### config.mk
export PLATFORM = sky130hd
export DESIGN_NAME = decode_top
export DESIGN_NICKNAME = d
export VERILOG_FILES = /design/src/design/decode_pkg.sv /design/src/design/decode_field_gen.sv /design/src/design/decode_legality_check.sv /design/src/design/decode_stage_reg.sv /design/src/design/decode_top.sv
export VERILOG_INCLUDE_DIRS = /design/src /design/src/include
export SDC_FILE = /design/constraint.sdc
export NUM_CORES = 1
export LEC_CHECK = 0
export BUFFER_PORTS_ARGS = -buffer_cell sky130_fd_sc_hd__buf_2
export CORE_UTILIZATION = 25
export DETAILED_ROUTE_END_ITERATION = 8
export PLACE_DENSITY = 0.58
export SETUP_SLACK_MARGIN = 0.02
export SLEW_MARGIN = 20
export SYNTH_ARGS = -nofsm -noshare
export SYNTH_HDL_FRONTEND = slang
export SYNTH_SLANG_ARGS = --single-unit
### constraint.sdc
create_clock -name clk -period 2.1 [get_ports clk]
set_input_delay 0.42 -clock clk [delete_from_list [all_inputs] [get_ports clk]]
set_output_delay 0.42 -clock clk [all_outputs]
set_load 0.005 [all_outputs]
### src/include/decode_macros.svh
`ifndef DECODE_MACROS_SVH
`define DECODE_MACROS_SVH

// Fetched instruction word
`define DEC_INSTR_W 32
// pc and next_pc
`define DEC_ADDR_W 32
// Architectural register index
`define DEC_REG_W 5
`define DEC_CAUSE_W 4
// Sign-extended immediate
`define DEC_IMM_W 32

`endif

### src/design/decode_pkg.sv
`include "decode_macros.svh"

package decode_pkg;

  typedef enum logic [6:0] {
    OP_LOAD    = 7'b0000011,
    OP_FENCE   = 7'b0001111,
    OP_IMM     = 7'b0010011,
    OP_AUIPC   = 7'b0010111,
    OP_IMM_32  = 7'b0011011,
    OP_STORE   = 7'b0100011,
    OP_OP      = 7'b0110011,
    OP_LUI     = 7'b0110111,
    OP_32      = 7'b0111011,
    OP_BRANCH  = 7'b1100011,
    OP_JALR    = 7'b1100111,
    OP_JAL     = 7'b1101111,
    OP_SYSTEM  = 7'b1110011
  } opcode_e;

  // Same order as funct3
  typedef enum logic [2:0] {
    ALU_ADD_SUB, ALU_SLL, ALU_SLT, ALU_SLTU,
    ALU_XOR, ALU_SRL_SRA, ALU_OR, ALU_AND_CLR
  } alu_fn_e;

  typedef enum logic [1:0] {
    SEL_IMM = 2'd0,
    SEL_REG = 2'd1,
    SEL_PC  = 2'd2
  } alu_sel_e;

  typedef enum logic [3:0] {
    EC_ILLEGAL_INSTRUCTION = 4'd2,
    EC_BREAKPOINT          = 4'd3,
    EC_ENV_CALL_M          = 4'd11
  } ecause_e;

  typedef struct packed {
    logic [`DEC_ADDR_W-1:0]  pc;
    logic [`DEC_ADDR_W-1:0]  next_pc;
    logic [`DEC_INSTR_W-1:0] instr;
    logic                    exception;
    logic [`DEC_CAUSE_W-1:0] ecause;   // Raised upstream
  } fetch_bundle_t;

  typedef struct packed {
    logic                  uses_rs1;
    logic                  uses_rs2;
    logic                  uses_rd;
    logic [`DEC_REG_W-1:0] rs1;
    logic [`DEC_REG_W-1:0] rs2;
    logic [`DEC_REG_W-1:0] rd;
    logic [`DEC_IMM_W-1:0] imm;
    alu_fn_e               alu_fn;
    logic                  alu_mod;    // SUB, SRA
    alu_sel_e              sel_a;
    alu_sel_e              sel_b;
    logic [2:0]            cmp_fn;
    logic [1:0]            ls_size;
    logic                  load_signed;
    logic                  jump;
    logic                  branch;
    logic                  is_alu;
    logic                  load;
    logic                  store;
    logic                  half;       // 32-bit word op
    logic                  is_fence;
  } dec_ctrl_t;

  typedef struct packed {
    logic                    exception;
    logic [`DEC_CAUSE_W-1:0] ecause;
  } dec_fault_t;

  typedef struct packed {
    logic [`DEC_ADDR_W-1:0] pc;
    logic [`DEC_ADDR_W-1:0] next_pc;
    dec_ctrl_t              ctrl;
    dec_fault_t             fault;
  } dec_uop_t;

endpackage

### src/design/decode_field_gen.sv
`timescale 1ns/1ps
`include "decode_macros.svh"

module decode_field_gen import decode_pkg::*; (
  input  logic [`DEC_INSTR_W-1:0] instr,
  output dec_ctrl_t               ctrl
);

  opcode_e               opcode;
  logic [2:0]            funct3;
  logic [`DEC_IMM_W-1:0] imm_u;
  logic [`DEC_IMM_W-1:0] imm_j;
  logic [`DEC_IMM_W-1:0] imm_i;
  logic [`DEC_IMM_W-1:0] imm_s;
  logic [`DEC_IMM_W-1:0] imm_b;

  assign opcode = opcode_e'(instr[6:0]);
  assign funct3 = instr[14:12];

  assign imm_u = {instr[31:12], 12'b0};
  assign imm_j = {{12{instr[31]}}, instr[19:12], instr[20], instr[30:21], 1'b0};
  assign imm_i = {{20{instr[31]}}, instr[31:20]};
  assign imm_s = {{20{instr[31]}}, instr[31:25], instr[11:7]};
  assign imm_b = {{20{instr[31]}}, instr[7], instr[30:25], instr[11:8], 1'b0};

  always_comb begin
    ctrl             = '0;
    ctrl.rs1         = instr[19:15];
    ctrl.rs2         = instr[24:20];
    ctrl.alu_fn      = ALU_OR;     // LUI passes imm through
    ctrl.sel_a       = SEL_IMM;
    ctrl.sel_b       = SEL_IMM;
    ctrl.cmp_fn      = funct3;
    ctrl.ls_size     = instr[13:12];
    ctrl.load_signed = !instr[14];
    ctrl.is_alu      = 1'b1;

    case (opcode)
      OP_LUI: begin
        ctrl.uses_rd = 1'b1;
        ctrl.imm     = imm_u;
      end
      OP_AUIPC: begin
        ctrl.uses_rd = 1'b1;
        ctrl.alu_fn  = ALU_ADD_SUB;
        ctrl.sel_a   = SEL_PC;
        ctrl.imm     = imm_u;
      end
      OP_JAL: begin
        ctrl.uses_rd = 1'b1;
        ctrl.alu_fn  = ALU_ADD_SUB;
        ctrl.sel_a   = SEL_PC;
        ctrl.imm     = imm_j;
        ctrl.branch  = 1'b1;
        ctrl.jump    = 1'b1;
      end
      OP_JALR: begin
        ctrl.uses_rs1 = 1'b1;
        ctrl.uses_rd  = 1'b1;
        ctrl.alu_fn   = ALU_ADD_SUB;
        ctrl.sel_a    = SEL_REG;
        ctrl.imm      = imm_i;
        ctrl.branch   = 1'b1;
        ctrl.jump     = 1'b1;
      end
      OP_BRANCH: begin
        ctrl.uses_rs1 = 1'b1;
        ctrl.uses_rs2 = 1'b1;
        ctrl.alu_fn   = ALU_ADD_SUB;  // Target address
        ctrl.sel_a    = SEL_PC;
        ctrl.imm      = imm_b;
        ctrl.branch   = 1'b1;
      end
      OP_LOAD, OP_STORE: begin
        ctrl.uses_rs1 = 1'b1;
        ctrl.uses_rs2 = (opcode == OP_STORE);
        ctrl.uses_rd  = (opcode == OP_LOAD);
        ctrl.alu_fn   = ALU_ADD_SUB;
        ctrl.sel_a    = SEL_REG;
        ctrl.imm      = (opcode == OP_STORE) ? imm_s : imm_i;
        ctrl.is_alu   = 1'b0;         // Address goes to the AGU
        ctrl.load     = (opcode == OP_LOAD);
        ctrl.store    = (opcode == OP_STORE);
      end
      OP_IMM, OP_IMM_32: begin
        ctrl.uses_rs1 = 1'b1;
        ctrl.uses_rd  = 1'b1;
        ctrl.alu_fn   = alu_fn_e'(funct3);
        ctrl.alu_mod  = (funct3 == 3'b101) && instr[30];  // SRAI only
        ctrl.sel_a    = SEL_REG;
        ctrl.imm      = imm_i;
        ctrl.half     = (opcode == OP_IMM_32);
      end
      OP_OP, OP_32: begin
        ctrl.uses_rs1 = 1'b1;
        ctrl.uses_rs2 = 1'b1;
        ctrl.uses_rd  = 1'b1;
        ctrl.alu_fn   = alu_fn_e'(funct3);
        ctrl.alu_mod  = instr[30];
        ctrl.sel_a    = SEL_REG;
        ctrl.sel_b    = SEL_REG;
        ctrl.half     = (opcode == OP_32);
      end
      OP_FENCE: begin
        ctrl.is_alu   = 1'b0;
        ctrl.is_fence = 1'b1;
      end
      OP_SYSTEM: ctrl.is_alu = 1'b0;  // ECALL, EBREAK trap
      default:   ctrl.is_alu = 1'b0;
    endcase

    if (ctrl.uses_rd) begin
      ctrl.rd = instr[11:7];
    end
  end

endmodule

### src/design/decode_legality_check.sv
`timescale 1ns/1ps
`include "decode_macros.svh"

module decode_legality_check import decode_pkg::*; (
  input  logic [`DEC_INSTR_W-1:0] instr,
  input  logic                    up_exception,
  input  logic [`DEC_CAUSE_W-1:0] up_ecause,
  output dec_fault_t              fault
);

  opcode_e    opcode;
  logic [2:0] funct3;
  logic [6:0] funct7;
  logic       detect;
  ecause_e    cause;

  assign opcode = opcode_e'(instr[6:0]);
  assign funct3 = instr[14:12];
  assign funct7 = instr[31:25];

  always_comb begin
    detect = 1'b0;
    cause  = EC_ILLEGAL_INSTRUCTION;

    case (opcode)
      OP_LUI, OP_AUIPC, OP_JAL: detect = 1'b0;
      OP_JALR:   detect = (funct3 != 3'b000);
      OP_BRANCH: detect = (funct3[2:1] == 2'b01);
      OP_LOAD:   detect = (funct3 == 3'b111);   // No LDU in RV64
      OP_STORE:  detect = funct3[2];
      OP_IMM: begin
        // 6-bit shamt
        detect = (funct3 == 3'b001 && instr[31:26] != 6'b0) ||
                 (funct3 == 3'b101 && (instr[31] || instr[29:26] != 4'b0));
      end
      OP_IMM_32: begin
        detect = (funct3 == 3'b001 && instr[31:25] != 7'b0) ||
                 (funct3 == 3'b101 && (instr[31] || instr[29:25] != 5'b0));
      end
      OP_OP, OP_32: begin
        detect = (funct7 != 7'b0) &&
                 (funct7 != 7'b0100000 || (funct3 != 3'b000 && funct3 != 3'b101));
      end
      OP_FENCE: detect = (funct3[2:1] != 2'b00);
      OP_SYSTEM: begin
        detect = 1'b1;                          // Always traps
        if (funct3 == 3'b000 && instr[24:21] == 4'b0) begin
          cause = instr[20] ? EC_BREAKPOINT : EC_ENV_CALL_M;
          if (funct7 != 7'b0 || instr[19:15] != 5'b0 || instr[11:7] != 5'b0) begin
            cause = EC_ILLEGAL_INSTRUCTION;
          end
        end
      end
      default: detect = 1'b1;
    endcase

    // Decoder cause wins over upstream
    if (detect) begin
      fault.exception = 1'b1;
      fault.ecause    = cause;
    end else begin
      fault.exception = up_exception;
      fault.ecause    = up_ecause;
    end
  end

endmodule

### src/design/decode_stage_reg.sv
`timescale 1ns/1ps
`include "decode_macros.svh"

module decode_stage_reg import decode_pkg::*; (
  input  logic                   clk,
  input  logic                   rstn,
  input  logic [`DEC_ADDR_W-1:0] pc,
  input  logic [`DEC_ADDR_W-1:0] next_pc,
  input  dec_ctrl_t              ctrl,
  input  dec_fault_t             fault,
  input  logic                   valid_in,
  input  logic                   ready_in,
  input  logic                   branch_back,
  input  logic                   trapped,
  output logic                   ready_out,
  output logic                   valid_out,
  output dec_uop_t               uop
);

  logic accept;
  logic consume;

  assign accept  = valid_in && ready_out;
  assign consume = valid_out && ready_in;

  always_ff @(posedge clk) begin
    if (rstn) begin
      ready_out <= 1'b1;
      valid_out <= 1'b0;
    end else begin
      if (branch_back || trapped) begin
        ready_out <= 1'b1;                   // Redirect done
      end else if (consume) begin
        ready_out <= !uop.ctrl.branch;       // Hold until branch resolves
      end else if (accept) begin
        ready_out <= 1'b0;
      end

      if (accept) begin
        valid_out <= !trapped;               // Squash while trapped
      end else if (consume) begin
        valid_out <= 1'b0;
      end
    end
  end

  always_ff @(posedge clk) begin
    if (rstn) begin
      uop <= '0;
    end else if (accept) begin
      uop.pc      <= pc;
      uop.next_pc <= next_pc;
      uop.ctrl    <= ctrl;
      uop.fault   <= fault;
    end
  end

  ap_hold_uop: assert property (
    @(posedge clk) disable iff (rstn)
    valid_out && !ready_in |=> valid_out && $stable(uop))
    else $error("uop changed under back-pressure");

  ap_valid_src: assert property (
    @(posedge clk) disable iff (rstn)
    $rose(valid_out) |-> $past(accept))
    else $error("valid_out rose without an accept");

endmodule

### src/design/decode_top.sv
`timescale 1ns/1ps

module decode_top import decode_pkg::*; (
  input  logic          clk,
  input  logic          rstn,
  input  fetch_bundle_t fetch,
  input  logic          valid_in,
  input  logic          ready_in,
  input  logic          branch_back,
  input  logic          trapped,
  output logic          ready_out,
  output logic          valid_out,
  output dec_uop_t      uop
);

  dec_ctrl_t  ctrl;
  dec_fault_t fault;

  decode_field_gen i_field_gen (
    .instr (fetch.instr),
    .ctrl  (ctrl)
  );

  decode_legality_check i_legality_check (
    .instr        (fetch.instr),
    .up_exception (fetch.exception),
    .up_ecause    (fetch.ecause),
    .fault        (fault)
  );

  decode_stage_reg i_stage_reg (
    .clk         (clk),
    .rstn        (rstn),
    .pc          (fetch.pc),
    .next_pc     (fetch.next_pc),
    .ctrl        (ctrl),
    .fault       (fault),
    .valid_in    (valid_in),
    .ready_in    (ready_in),
    .branch_back (branch_back),
    .trapped     (trapped),
    .ready_out   (ready_out),
    .valid_out   (valid_out),
    .uop         (uop)
  );

endmodule

==> reports/results.ini <==
[logic_synthesis]
synth_top_area_share_pct = 50.1
post_synth_main_area_contributors = dfxtp_1 50%, nand2_1 13%, a21oi_1 11%
yosys_most_used_dff = dfxtp_1
syn-num-nets = 818
async_reset_ff_share_pct = 0
synth_seq_area_share_pct = 50.1
synth_seq_cells = 139
synthDistinctLibCells = 58
yosys_warnings = 0
synth_area_per_cell_um2 = 7.81
synth_area_um2 = 5560
synth-edff-count = 0
netlist_instances = 711
synth_top_area_cell = dfxtp_1

[placed_design]
placed_area_um2 = 7400
portBuffers = 247
dp.cells = 1232
gp_congestion = 0.899
dpl.hpwl_mm = 14.8

[die]
row_count = 54
core_area_um2 = 21800
die_w_um = 151
die_y_um = 151
pin_count = 249
initial_core_util_pct = 25.5
die-area_um2 = 22800

[worst_hold_path]
hold_path.class = primary input to register
hold_path_startpoint = fetch[65]

[cells_and_area]
drive_above_1_share_pct = 35.1
mostFrequentLayoutCell = buf_2
syn2layout_area_growth_pct = 44.1
final_core_util_pct = 36.7
nFillCells = 2326
diodes = 0
final_cell_area_um2 = 8010
fin_nets = 1078
final_cell_mix = 246 x buf_2, 196 x nand2_1, 139 x dfxtp_1
fin_cells = 1264

[clock_tree]
cts_tree = built
cts.clk_slew.worst_paths_ps = 70
numCtsBuffers = 17
clkLatencyLatePin_ps = 430
cts_sinks = 139
cts_max_path_buffers = 2
cts_root_buffer = clkbuf_16
htree_num_levels = 4

[power]
p_leak_nw = 3.62
powerDensity_nw_per_um2 = 820
peakVddDrop_v = 0.000427
total_power_mw = 6.57

[run_status]
status = finished clean

[worst_setup_path]
critPathCaptureType = register
crit_fanout = 5
worstSetupPathType = primary input to register
cp.arrival_ps = 2330
regToRegSetupSlack_ps = 580
crit_required_ps = 2410
regToRegStartpoint = i_stage_reg.ready_out$_SDFFE_PP1P_
critPathLaunch = fetch[33]
start_kind = primary input

[timing]
setup_viol = 0
hold_violations = 0
finClkSkew_ps = 16.7
worst_hold_slack_ps = 229
maxSlewViolCount = 0
fmax_mhz = 493
layout_worst_path_cycle_share_pct = 96.7
rsz0062_at_grt = no
min_period_ps = 2030

[global_routing]
gr-usage-met1_pct = 22.3
grt_pass1_wl_mm = 29.7
grt_max_degree = 72
grtUsageMet3_pct = 5.87
grtUsageTotal_pct = 17.3
grt_pass1_vias = 5265
grtUsageMet2_pct = 26.4
grt_overflow_total = 0
antenna_found_initial = 1
busiest_layer = met2

[drt]
drt_first_pass_iters = 5
post-route-drc-count = 0
routedWlPerCell_um = 15.9
antenna_left = 0
first_iter_violations = 320
via_count = 5914
routed_wl_mm = 20.1
avgViaCountPerCell = 4.68

[flow_run]
drv_cap = 0

[per-stage QoR]
stage,setup WS [ps],TNS (ps)
after floorplan,-88.8,-178
after global placement,-317,-1290
after detailed placement,-365,-1500
after CTS,86.8,0
after global routing,21.1,0
final,70.1,0
[final cells by class]
class | count | area [um2] | share of cell area, %
flip-flops and latches | 139 | 2780 | 34.8
multi-input cells | 506 | 2530 | 31.7
repair buffers | 303 | 1730 | 21.7
clock buffers | 17 | 425 | 5.31
well taps | 280 | 350 | 4.38
clock inverters | 15 | 164 | 2.05
inverters | 4 | 15.0 | 0.188
[worst max-delay path, cell delays in order]
cell and delay [ps]:
buf_2 100, or4_4 550, or3_1 340, a32o_2 290, nor4_4 190, nand4_4 170, o31a_1 260
[per-layer routing]
| layer | wire length, um | vias up |
|---|---|---|
| li1 | - | 2949 |
| met4 | 377 | 2 |
| met5 | 13 | - |
| met3 | 1720 | 29 |
| met1 | 8860 | 2696 |
| met2 | 9140 | 238 |
[Yosys cell counts, types with 3 or more instances]
master / number
a21oi_1: 119
dfxtp_1: 139
nand2_1: 197
a211oi_1: 3
a2bb2oi_1: 5
buf_4: 3
buf_2: 4
o21ai_0: 26
o31a_1: 3
nand2b_1: 3
nand3b_1: 5
and2_1: 5
nor2b_1: 5
clkbuf_1: 53
nor4_1: 6
nor3_1: 11
nand3_1: 12
nand4_1: 4
a22oi_1: 13
nor2_1: 43
inv_1: 4
[cell families after synthesis]
family	count (synthesis)	synth area share, %
mux	1	0.180
other cells	1	0.0675
simple gates	305	23.8
xor+xnor	1	0.158
flops	139	50.1
compound gates	198	21.0
buf+inv	66	4.75
[worst paths after layout]
kind / end / depth (start not counted)
max: i_stage_reg.uop[4]$_SDFFE_PP0P_ / 7
min: i_stage_reg.uop[104]$_SDFFE_PP0P_ / 3
max reg2reg: i_stage_reg.uop[39]$_SDFFE_PP0P_ / 5
min reg2reg: i_stage_reg.uop[32]$_SDFFE_PP0P_ / 2
[report_power, final]
group	switching, mW	leakage [nW]	internal, mW
Clock	1.26	0.285	1.77
Sequential	0.0467	1.14	2.74
Combinational	0.431	2.20	0.319
[state kept, by name, summed over array words and instances (netlist names)]
signal and flops:
i_stage_reg.uop 137, i_stage_reg.valid_out 1, i_stage_reg.ready_out 1
[timing repair]
action / CTS / global route
endpoints found under the setup margin: 0 / 4
buffers inserted: 0 / 0
resized for setup: 0 / 3
hold buffers: 0 / 0
(Power assumes the default switching activity.)
